$ cat src/hw/mips_pkg.sv
package mips_pkg;

	// Primary opcodes, instr[31:26]
	localparam logic [5:0] op_rtype = 6'b000000;
	localparam logic [5:0] op_addi  = 6'b001000;
	localparam logic [5:0] op_lw    = 6'b100011;
	localparam logic [5:0] op_sw    = 6'b101011;
	localparam logic [5:0] op_beq   = 6'b000100;
	localparam logic [5:0] op_bne   = 6'b000101;
	localparam logic [5:0] op_bgtz  = 6'b000111;
	localparam logic [5:0] op_halt  = 6'b111111;

	// R-type function codes, instr[5:0]
	localparam logic [5:0] fn_add  = 6'b100000;
	localparam logic [5:0] fn_addu = 6'b100001;
	localparam logic [5:0] fn_sub  = 6'b100010;
	localparam logic [5:0] fn_subu = 6'b100011;
	localparam logic [5:0] fn_and  = 6'b100100;
	localparam logic [5:0] fn_or   = 6'b100101;
	localparam logic [5:0] fn_sll  = 6'b000000;
	localparam logic [5:0] fn_slt  = 6'b101010;
	localparam logic [5:0] fn_sltu = 6'b101011;

	// ALU operation select
	localparam logic [2:0] alu_and  = 3'd0;
	localparam logic [2:0] alu_or   = 3'd1;
	localparam logic [2:0] alu_add  = 3'd2;
	localparam logic [2:0] alu_slt  = 3'd3;
	localparam logic [2:0] alu_addu = 3'd4;
	localparam logic [2:0] alu_sll  = 3'd5;
	localparam logic [2:0] alu_sub  = 3'd6;
	localparam logic [2:0] alu_sltu = 3'd7;

	// On-chip memories, word addressed
	localparam int imem_words = 64;
	localparam int dmem_words = 64;
	localparam int imem_aw    = 6;
	localparam int dmem_aw    = 6;

	// Host register map, byte offsets
	localparam logic [11:0] reg_ctrl      = 12'h000;
	localparam logic [11:0] reg_status    = 12'h004;
	localparam logic [11:0] reg_retired   = 12'h008;
	localparam logic [11:0] reg_imem_addr = 12'h00C;
	localparam logic [11:0] reg_imem_data = 12'h010;
	localparam logic [11:0] dmem_base     = 12'h100;

	// One instruction word, seen as R-type or I-type
	typedef union packed {
		struct packed {
			logic [5:0] op;
			logic [4:0] rs;
			logic [4:0] rt;
			logic [4:0] rd;
			logic [4:0] shamt;
			logic [5:0] funct;
		} r;
		struct packed {
			logic [5:0]  op;
			logic [4:0]  rs;
			logic [4:0]  rt;
			logic [15:0] imm;
		} i;
	} instr_t;

endpackage

$ cat src/hw/mips_host_regs.sv
module mips_host_regs import mips_pkg::*; (
	input  logic               clk,
	input  logic               rst_n,
	input  logic [11:0]        awaddr,
	input  logic               awvalid,
	output logic               awready,
	input  logic [31:0]        wdata,
	input  logic               wvalid,
	output logic               wready,
	output logic [1:0]         bresp,
	output logic               bvalid,
	input  logic               bready,
	input  logic [11:0]        araddr,
	input  logic               arvalid,
	output logic               arready,
	output logic [31:0]        rdata,
	output logic [1:0]         rresp,
	output logic               rvalid,
	input  logic               rready,
	input  logic [31:0]        dmem_rdata,
	input  logic               running,
	input  logic               halted,
	input  logic [31:0]        retired,
	output logic               start,
	output logic               imem_we,
	output logic [imem_aw-1:0] imem_waddr,
	output logic [31:0]        imem_wdata,
	output logic [dmem_aw-1:0] dmem_raddr
);

	logic               wr_fire;
	logic               rd_fire;
	logic [imem_aw-1:0] load_ptr;
	logic               rd_dmem;
	logic [31:0]        rd_word;

	// Write path takes AW and W together, only with no response pending
	assign wr_fire = awvalid & wvalid & ~bvalid;
	assign awready = wr_fire;
	assign wready  = wr_fire;
	assign bresp   = 2'b00;

	// Instruction load goes straight to the memory port
	assign imem_we    = wr_fire & (awaddr == reg_imem_data);
	assign imem_waddr = load_ptr;
	assign imem_wdata = wdata;

	// One read outstanding at a time
	assign arready = ~rvalid;
	assign rd_fire = arvalid & ~rvalid;
	assign rresp   = 2'b00;

	// Word index of a data memory read
	assign dmem_raddr = araddr[dmem_aw+1:2];
	assign rd_dmem    = (araddr[11:8] == dmem_base[11:8]);

	always_comb begin
		case (araddr)
			reg_status: begin
				rd_word = {30'b0, running, halted};
			end
			reg_retired: begin
				rd_word = retired;
			end
			default: begin
				rd_word = rd_dmem ? dmem_rdata : 32'b0;
			end
		endcase
	end

	always_ff @(posedge clk) begin
		if (!rst_n) begin
			bvalid   <= 1'b0;
			rvalid   <= 1'b0;
			start    <= 1'b0;
			load_ptr <= '0;
		end else begin
			// Single cycle pulse per ctrl write with bit 0 set
			start <= wr_fire & (awaddr == reg_ctrl) & wdata[0];

			if (wr_fire) begin
				bvalid <= 1'b1;
			end else if (bready) begin
				bvalid <= 1'b0;
			end

			// Pointer is a word index into instruction memory
			if (wr_fire && (awaddr == reg_imem_addr)) begin
				load_ptr <= wdata[imem_aw-1:0];
			end else if (imem_we) begin
				load_ptr <= load_ptr + imem_aw'(1);
			end

			if (rd_fire) begin
				rvalid <= 1'b1;
			end else if (rready) begin
				rvalid <= 1'b0;
			end
		end
	end

	// Read data held until the host takes it
	always_ff @(posedge clk) begin
		if (rd_fire) begin
			rdata <= rd_word;
		end
	end

endmodule

$ cat config.mk
export PLATFORM = sky130hd
export DESIGN_NAME = mips_host_regs
export DESIGN_NICKNAME = d
export VERILOG_FILES = /design/src/hw/mips_pkg.sv /design/src/hw/mips_host_regs.sv
export SDC_FILE = /design/constraint.sdc
export NUM_CORES = 1
export LEC_CHECK = 0
export ABC_CLOCK_PERIOD_IN_PS = 2700
export BUFFER_PORTS_ARGS = -buffer_cell sky130_fd_sc_hd__buf_2
export CORE_AREA = 2 2 83 85
export CTS_BUF_LIST = sky130_fd_sc_hd__clkbuf_2 sky130_fd_sc_hd__clkbuf_4 sky130_fd_sc_hd__clkbuf_8
export CTS_CLUSTER_DIAMETER = 40
export DETAILED_ROUTE_END_ITERATION = 10
export DIE_AREA = 0 0 85 87
export GPL_TIMING_DRIVEN = 1
export PLACE_DENSITY = 0.76
export SYNTH_ARGS = -nofsm -noshare
export SYNTH_HDL_FRONTEND = slang
export SYNTH_SLANG_ARGS = --single-unit
$ cat constraint.sdc
create_clock -name clk -period 2.7 [get_ports clk]
set_input_delay 0.405 -clock clk [delete_from_list [all_inputs] [get_ports clk]]
set_output_delay 0.405 -clock clk [all_outputs]
set_load 0.05 [all_outputs]
==> flow_metrics.tcl, run 1 <==
set metrics [dict create \
    status "complete, no violations" \
    tns_ns 0 \
    io_buffers 159 \
    yosys_warnings 0 \
    core.rowCount 30 \
    period_share_pct 70.9 \
    syn_to_final_growth_pct 29.2 \
    cp.buffers_inverters 2 \
    grt-ovfl-total 0 \
    drt-total-wl_mm 6.05 \
    layout_commonest_cell "buf_2" \
    hold_buffers 0 \
    place_ws_ns 0.824 \
    core_area_mm2 0.00657 \
    p_leak_nw 1.38 \
    netlist-cell-type-count 34 \
    antennaDiodeCount 0 \
    hpwl_mm 4.99 \
    grt_pass1_vias 1734 \
    start_util_pct 33.5 \
    end_kind "primary output" \
    ir_drop_v 0.000179 \
    power_density_mw_per_mm2 512 \
    hp-class "in -> reg" \
    route.detailed.drc 0 \
    report.power.total_mw 1.46 \
    postRouteAntennaNets 0 \
    dp.cells 382 \
    fin_crit_ns 1.91 \
    cts-buffers-inserted 5 \
    hold_viol 0 \
    seqCellArea_mm2 0.00114 \
    die_area_mm2 0.00740 \
    max-cap-violations 0 \
    setup_slack_ns 0.786 \
    clock_sinks 41 \
    clock_skew_ns 0.00281 \
    path_clk_slew_ns 0.08 \
    drive_above_1_share_pct 56.8 \
    arrival_ns 1.51 \
    synthCells 189 \
    place_congestion 0.871 \
    grtUsageTotal_pct 15.0 \
    boundaryPins 216 \
    slew_viol_final 0 \
    synthesis.area_mm2 0.00220 \
    nets 439 \
    root_buffer "clkbuf_8" \
    nFillCells 648 \
    grt_max_degree 33 \
    yosysSeqAreaShare_pct 51.8 \
    synth-seq-cells 41 \
    multi_input_area_um2 671 \
    wire_per_inst_um 15.5 \
    cp_max_fo 12 \
    drt-pass1-iter-count 4 \
    worstPathRequired_ns 2.30 \
    antenna_found_initial 0 \
    crit_family "buffers and inverters" \
    drt-initial-drc-count 60 \
    post-cts-setup-buffer-count 0 \
    num_vias 1890 \
    final_cell_mix "159 x buf_2, 32 x edfxtp_1, 30 x a22o_1, 9 x dfxtp_1, 8 x nand2_1" \
    die_h_um 87 \
    clockBufferDepth 2 \
    cp_slowest_stage_delay_ns 0.33 \
    cts.repair.resized 0 \
    die_x_um 85 \
    crit_type "reg -> out" \
    tritoncts "done" \
    routed_via_density 4.85 \
    grt_pass1_wl_mm 8.63 \
    cp_slowest_cell "dfxtp_1" \
    worstSetupStartpointType "register" \
    max_clock_freq_ghz 0.522 \
    fin_cells 390 \
    avgSynthCellArea_um2 11.7 \
    crit_path_cell_trace "and3b_1 > nand4_1 > buf_4 > nor2_1 > buf_2" \
    rsz0062_at_grt "no" \
    setup_viol 0 \
    clk_latency_ns 0.28 \
    h-tree-depth 2 \
]
[area by class of cell]
cell class                 count  share of cell area, %
sequential                    41                   40.1
tap                           80                   3.51
multi-input combinational     94                   23.6
inverter                       3                  0.395
timing repair buffer         164                   29.3
clock buffer                   8                   3.21
[Yosys cell counts]
| master | count | area, um^2 |
|---|---|---|
| ha_1 | 1 | 12.5 |
| a2bb2oi_1 | 3 | 26.3 |
| dfxtp_1 | 9 | 180 |
| o31a_1 | 1 | 8.76 |
| buf_4 | 43 | 323 |
| nand4_1 | 3 | 18.8 |
| nand4bb_1 | 1 | 11.3 |
| a211oi_1 | 1 | 7.51 |
| a221o_1 | 2 | 20.0 |
| o22ai_1 | 2 | 12.5 |
| nor2b_1 | 2 | 12.5 |
| nand3_1 | 1 | 5.00 |
| nand2_1 | 8 | 30.0 |
| nor3b_2 | 1 | 12.5 |
| inv_1 | 3 | 11.3 |
| buf_6 | 4 | 45.0 |
| nor2_1 | 6 | 22.5 |
| o221a_2 | 1 | 11.3 |
| o22a_1 | 1 | 8.76 |
| and3_1 | 4 | 25.0 |
| a21oi_1 | 7 | 35.0 |
| and2_1 | 1 | 6.26 |
| buf_1 | 1 | 3.75 |
| nand3b_1 | 1 | 7.51 |
| a22o_1 | 30 | 263 |
| nor4_1 | 2 | 12.5 |
| conb_1 | 1 | 3.75 |
| buf_2 | 4 | 20.0 |
| nor3_1 | 4 | 20.0 |
| or2_2 | 1 | 6.26 |
| and3b_1 | 3 | 26.3 |
| edfxtp_1 | 32 | 961 |
| clkbuf_1 | 2 | 7.51 |
| o32ai_1 | 3 | 26.3 |
[state kept, by name, summed over array words and instances (netlist names)]
register and cells:
rvalid 1, start 1, rdata 32, bvalid 1, imem_waddr 6
[metal layers]
layer  GRT usage (%)  up-vias  part of all wire (%)
li1                -      907                     -
met5               0        -                     0
met1            15.8      866                    34
met2            28.1      111                    56
met3            5.21        6                   9.1
met4            4.33        0                  0.79
[worst paths after layout]
path / start / endpoint / slack, ns / depth (start not counted)
max: bvalid / imem_we / 0.79 / 5
min: rready / rvalid / 0.29 / 2
max reg2reg: bvalid / imem_waddr[5] / 1.30 / 5
min reg2reg: imem_waddr[5] / imem_waddr[5] / 0.49 / 2
[cells by family after synthesis]
kind of cell	Yosys count	share of synthesized area, %
other	1	0.170
AOI/OAI and AO/OA	51	19.0
buffers and inverters	57	18.6
and+or+nand+nor	38	9.82
adders and majority gates	1	0.568
DFF	41	51.8
[report_power, final]
group          switching (mW)  internal (mW)
combinational           0.230         0.0971
clock                   0.199          0.214
sequential            0.00905          0.710
[metrics by stage]
stage                     area [um^2]  hold WS, ns  utilization [%]
final                            2850        0.294             43.4
after global routing             2850        0.269             43.4
after CTS                        2850        0.276             43.4
after detailed placement         2760        0.477             42.0
after global placement           2760        0.471             42.0
after floorplan                  2210        0.482                -
(Power assumes the default switching activity.)
==> inputs of run 2 (changes only) <==
ABC_CLOCK_PERIOD_IN_PS = 1700   (was 2700)
CORE_AREA = 2 2 84 86   (was 2 2 83 85)
DIE_AREA = 0 0 86 88   (was 0 0 85 87)
PLACE_DENSITY = 0.78   (was 0.76)
clock period = 1.7 ns   (was 2.7 ns; I/O delays follow)
==> flow_metrics.tcl, run 2 (synthesized netlist as in run 1, its figures left out) <==
set metrics [dict create \
    status "finished with violations" \
    violations "design-rule violations, negative setup slack" \
    p_leak_nw 1.40 \
    final_cell_mix "158 x buf_2, 32 x edfxtp_1, 30 x a22o_1, 8 x nand2_1, 8 x dfxtp_1" \
    hold_viol 0 \
    reg2regPathDepth 5 \
    cp_max_fo 3 \
    clk_latency_ns 0.29 \
    grt_max_degree 33 \
    route.detailed.drc 1 \
    r2r-start "bvalid" \
    fin_cells 391 \
    tritoncts "done" \
    worstPathRequired_ns 1.44 \
    routed_via_density 4.97 \
    hold_buffers 0 \
    cp-startpoint "bvalid" \
    place_ws_ns 0.0655 \
    rsz0062_at_grt "yes" \
    p_int_mw 1.72 \
    period_share_pct 102 \
    min_to "rvalid" \
    r2r_setup_slack_ns 0.14 \
    tns_ns -0.0381 \
    dp.cells 382 \
    die_x_um 86 \
    num_vias 1943 \
    antennaDiodeCount 0 \
    ir_drop_v 0.000334 \
    die_h_um 88 \
    core_area_mm2 0.00664 \
    holdPathStages 2 \
    end_kind "primary output" \
    nets 440 \
    largest-register "rdata" \
    power_density_mw_per_mm2 836 \
    postRouteAntennaNets 0 \
    layout_commonest_cell "buf_2" \
    antenna_found_initial 0 \
    drt-total-wl_mm 6.78 \
    max_clock_freq_ghz 0.575 \
    utilization_pct 44.1 \
    cts-buffers-inserted 5 \
    grt_pass1_vias 1869 \
    h-tree-depth 2 \
    worstSetupStartpointType "register" \
    clockBufferDepth 2 \
    fin_crit_ns 1.74 \
    reg2reg_to "imem_waddr[1]" \
    p_sw_uw 731 \
    seq_power_share_pct 46.5 \
    root_buffer "clkbuf_8" \
    setup_viol 1 \
    start_util_pct 33.2 \
    io_buffers 159 \
    slew_viol_final 0 \
    grtUsageTotal_pct 17.1 \
    place_congestion 0.908 \
    wire_per_inst_um 17.3 \
    grt_pass1_wl_mm 9.79 \
    grt-ovfl-total 0 \
    p_clk_share_pct 31.6 \
    hp-class "in -> reg" \
    hpwl_mm 5.58 \
    arrival_ns 1.48 \
    die_area_mm2 0.00757 \
    max-cap-violations 0 \
    switching_share_pct 29.8 \
    hold_start "rready" \
    clock_sinks 41 \
    nFillCells 647 \
    largest_register_ffs 32 \
    power_frac_comb_pct 21.8 \
    crit_type "reg -> out" \
    drt-initial-drc-count 74 \
    drt-pass1-iter-count 7 \
    core.rowCount 30 \
    path_clk_slew_ns 0.08 \
    clock_skew_ns 0.00742 \
    drive_above_1_share_pct 57.6 \
    syn_to_final_growth_pct 33.1 \
    boundaryPins 216 \
    setup_slack_ns -0.0381 \
]
[run 2: cell count changes in the layout (fill, tap and decap cells not counted)]
cell / previous run / this run
buf_12: 0 / 3
clkbuf_4: 3 / 0
buf_4: 5 / 3
and3b_1: 3 / 2
and3b_4: 0 / 1
buf_2: 159 / 158
buf_6: 0 / 1
bufinv_16: 0 / 1
clkinv_1: 0 / 1
clkinvlp_4: 0 / 1
dfxtp_1: 9 / 8
dfxtp_4: 0 / 1
nor2_1: 6 / 5
nor2_4: 0 / 1
[run 2: routing by layer]
| layer | vias up | part of all wire, % | global-route usage [%] |
|---|---|---|---|
| li1 | 908 | - | - |
| met1 | 891 | 30 | 15.7 |
| met2 | 134 | 57 | 34.7 |
| met3 | 10 | 11 | 6.50 |
| met4 | 0 | 1.3 | 4.62 |
| met5 | - | 0 | 0 |
[run 2: critical path, cell delays in order, from the launching register on]
cell	delay [ns]
dfxtp_4	0.35
and3b_4	0.29
nand4_1	0.23
nor2_4	0.16
buf_6	0.17
[run 2: how the worst max path moves through the flow]
stage	end	slack (ns)
after floorplan	imem_we	0.004
after global placement	rdata[13]	0.12
after detailed placement	imem_waddr[1]	0.07
after CTS	imem_we	-0.04
after global routing	imem_we	-0.09
final	imem_we	-0.04
[run 2: per-stage QoR]
step,hold WS [ns],instance area [um^2],power (mW)
after floorplan,0.332,2240,1.68
after global placement,0.463,2810,1.69
after detailed placement,0.458,2810,1.70
after CTS,0.146,2930,2.49
after global routing,0.167,2930,2.57
final,0.159,2930,2.45
[run 2: area by class of cell]
class | count | area (um^2) | share of cell area, %
well taps | 80 | 100 | 3.41
clock inverters | 3 | 41.3 | 1.41
inverters | 3 | 11.3 | 0.384
multi-input cells | 94 | 682 | 23.3
repair buffers | 165 | 885 | 30.2
flip-flops and latches | 41 | 1140 | 39.0
clock buffers | 5 | 68.8 | 2.35
[run 2: repair_timing]
item / 4_1_cts / 5_1_grt
resized for setup: 2 / 0
endpoints found under the setup margin: 1 / 1
buffers inserted: 1 / 0
pin swaps: 1 / 0
[run 2: power groups by stage]
| stage | combinational, mW | clock [mW] | sequential (mW) |
|---|---|---|---|
| after floorplan | 0.352 | 0 | 1.33 |
| after global routing | 0.565 | 0.854 | 1.15 |
| after CTS | 0.538 | 0.814 | 1.14 |
| final | 0.536 | 0.776 | 1.14 |
| after detailed placement | 0.535 | 0 | 1.17 |
| after global placement | 0.529 | 0 | 1.16 |
==> inputs of run 3 (changes only) <==
MAX_ROUTING_LAYER = met4   (was default)
==> flow_metrics.tcl, run 3 (synthesized netlist as in run 1, its figures left out) <==
set metrics [dict create \
    status "finished with violations" \
    violations "design-rule violations, negative setup slack" \
    postRouteAntennaNets 0 \
    grt_max_degree 33 \
    root_buffer "clkbuf_8" \
    drive_above_1_share_pct 57.6 \
    power_density_mw_per_mm2 836 \
    p_leak_nw 1.40 \
    clockBufferDepth 2 \
    tritoncts "done" \
    drt-total-wl_mm 6.78 \
    switching_share_pct 29.8 \
    r2r-start "bvalid" \
    hpwl_mm 5.58 \
    layout_commonest_cell "buf_2" \
    nFillCells 647 \
    core_area_mm2 0.00664 \
    drt-initial-drc-count 65 \
    antennaDiodeCount 0 \
    grt_pass1_wl_mm 9.78 \
    largest_register_ffs 32 \
    fin_cells 391 \
    max_clock_freq_ghz 0.576 \
    stdcell_area_mm2 0.00293 \
    reg2regPathDepth 5 \
    wire_per_inst_um 17.3 \
    min_to "rvalid" \
    h-tree-depth 2 \
    setup_slack_ns -0.0370 \
    holdPathStages 2 \
    grt-ovfl-total 0 \
    max-cap-violations 0 \
    cp_slowest_stage_delay_ns 0.35 \
    busiest_layer "met2" \
    place_congestion 0.924 \
    clock_sinks 41 \
    crit_type "reg -> out" \
    core.rowCount 30 \
    grtUsageTotal_pct 17.7 \
    crit_family "simple AND/OR/NAND/NOR gates" \
    ir_drop_v 0.000335 \
    hold_viol 0 \
    period_share_pct 102 \
    routed_via_density 4.94 \
    syn_to_final_growth_pct 33.1 \
    cp_slowest_cell "dfxtp_4" \
    end_kind "primary output" \
    route.detailed.drc 1 \
    grtUsageMet2_pct 34.7 \
    die_area_mm2 0.00757 \
    dp.cells 382 \
    seq_power_share_pct 46.6 \
    utilization_pct 44.1 \
    path_clk_slew_ns 0.08 \
    io_buffers 159 \
    drt-pass1-iter-count 7 \
    final_cell_mix "158 x buf_2, 32 x edfxtp_1, 30 x a22o_1, 8 x nand2_1, 8 x dfxtp_1" \
    p_sw_uw 730 \
    place_ws_ns 0.0655 \
    die_x_um 86 \
    rsz0062_at_grt "yes" \
    reg2reg_to "imem_waddr[1]" \
    p_int_mw 1.72 \
    antenna_found_initial 0 \
    worstSetupStartpointType "register" \
    start_util_pct 33.2 \
    worstPathRequired_ns 1.44 \
    power_frac_comb_pct 21.8 \
    die_h_um 88 \
    fin_crit_ns 1.74 \
    r2r_setup_slack_ns 0.14 \
    grt.met3_usage_pct 6.60 \
    arrival_ns 1.48 \
    cp_max_fo 3 \
    num_vias 1932 \
    setup_viol 1 \
    p_clk_share_pct 31.6 \
    hp-class "in -> reg" \
    largest-register "rdata" \
    grt_pass1_vias 1861 \
    place_area_mm2 0.00281 \
    crit_path_cell_trace "and3b_4 > nand4_1 > nor2_4 > buf_6" \
    slew_viol_final 0 \
    report.power.total_mw 2.45 \
    clk_latency_ns 0.29 \
    cp.depth 4 \
    cts-buffers-inserted 5 \
    clock_skew_ns 0.00751 \
    cp.buffers_inverters 1 \
    grt_use_met1_pct 15.7 \
    boundaryPins 216 \
    hold_start "rready" \
    hold_buffers 0 \
    nets 440 \
]
## run 3: cell counts in the layout (fill, tap and decap cells not counted)
No cell type changed its count.
## run 3: worst register-to-register path: stages, from the launching register on
cell	delay, ns
dfxtp_4	0.35
and3b_4	0.29
nand4_1	0.23
buf_4	0.27
a21oi_1	0.16
o221a_2	0.21
## run 3: final cells by class
cell class	count	area [um^2]	area share [%]
multi-input cells	94	682	23.3
clock inverters	3	41.3	1.41
flip-flops and latches	41	1140	39.0
inverters	3	11.3	0.384
clock buffers	5	68.8	2.35
repair buffers	165	885	30.2
well taps	80	100	3.41
## run 3: worst max path at each step
stage	from	to
after floorplan	bvalid	imem_we
after global placement	araddr[4]	rdata[13]
after detailed placement	awaddr[1]	imem_waddr[1]
after CTS	bvalid	imem_we
after global routing	bvalid	imem_we
final	bvalid	imem_we
## run 3: power groups by stage
| stage | Clock (mW) | Combinational [mW] | Sequential, mW |
|---|---|---|---|
| after global routing | 0.857 | 0.565 | 1.15 |
| final | 0.775 | 0.535 | 1.14 |
| after global placement | 0 | 0.529 | 1.16 |
| after detailed placement | 0 | 0.535 | 1.17 |
| after CTS | 0.814 | 0.538 | 1.14 |
| after floorplan | 0 | 0.352 | 1.33 |
## run 3: through the flow
step / hold slack [ns] / TNS (ns)
final: 0.160 / -0.0370
after global routing: 0.167 / -0.0887
after CTS: 0.146 / -0.0407
after detailed placement: 0.458 / 0
after global placement: 0.463 / 0
after floorplan: 0.332 / 0
## run 3: metal layers
metal | share of wire (%) | routed length, um
met1 | 31 | 2070
met2 | 58 | 3910
met3 | 11 | 742
met4 | 0.84 | 57
met5 | 0 | 0
## run 3: timing repair
action	CTS	global route
resized for setup	2	0
setup buffers	1	0
endpoints found under the setup margin	1	1
pin swaps	1	0
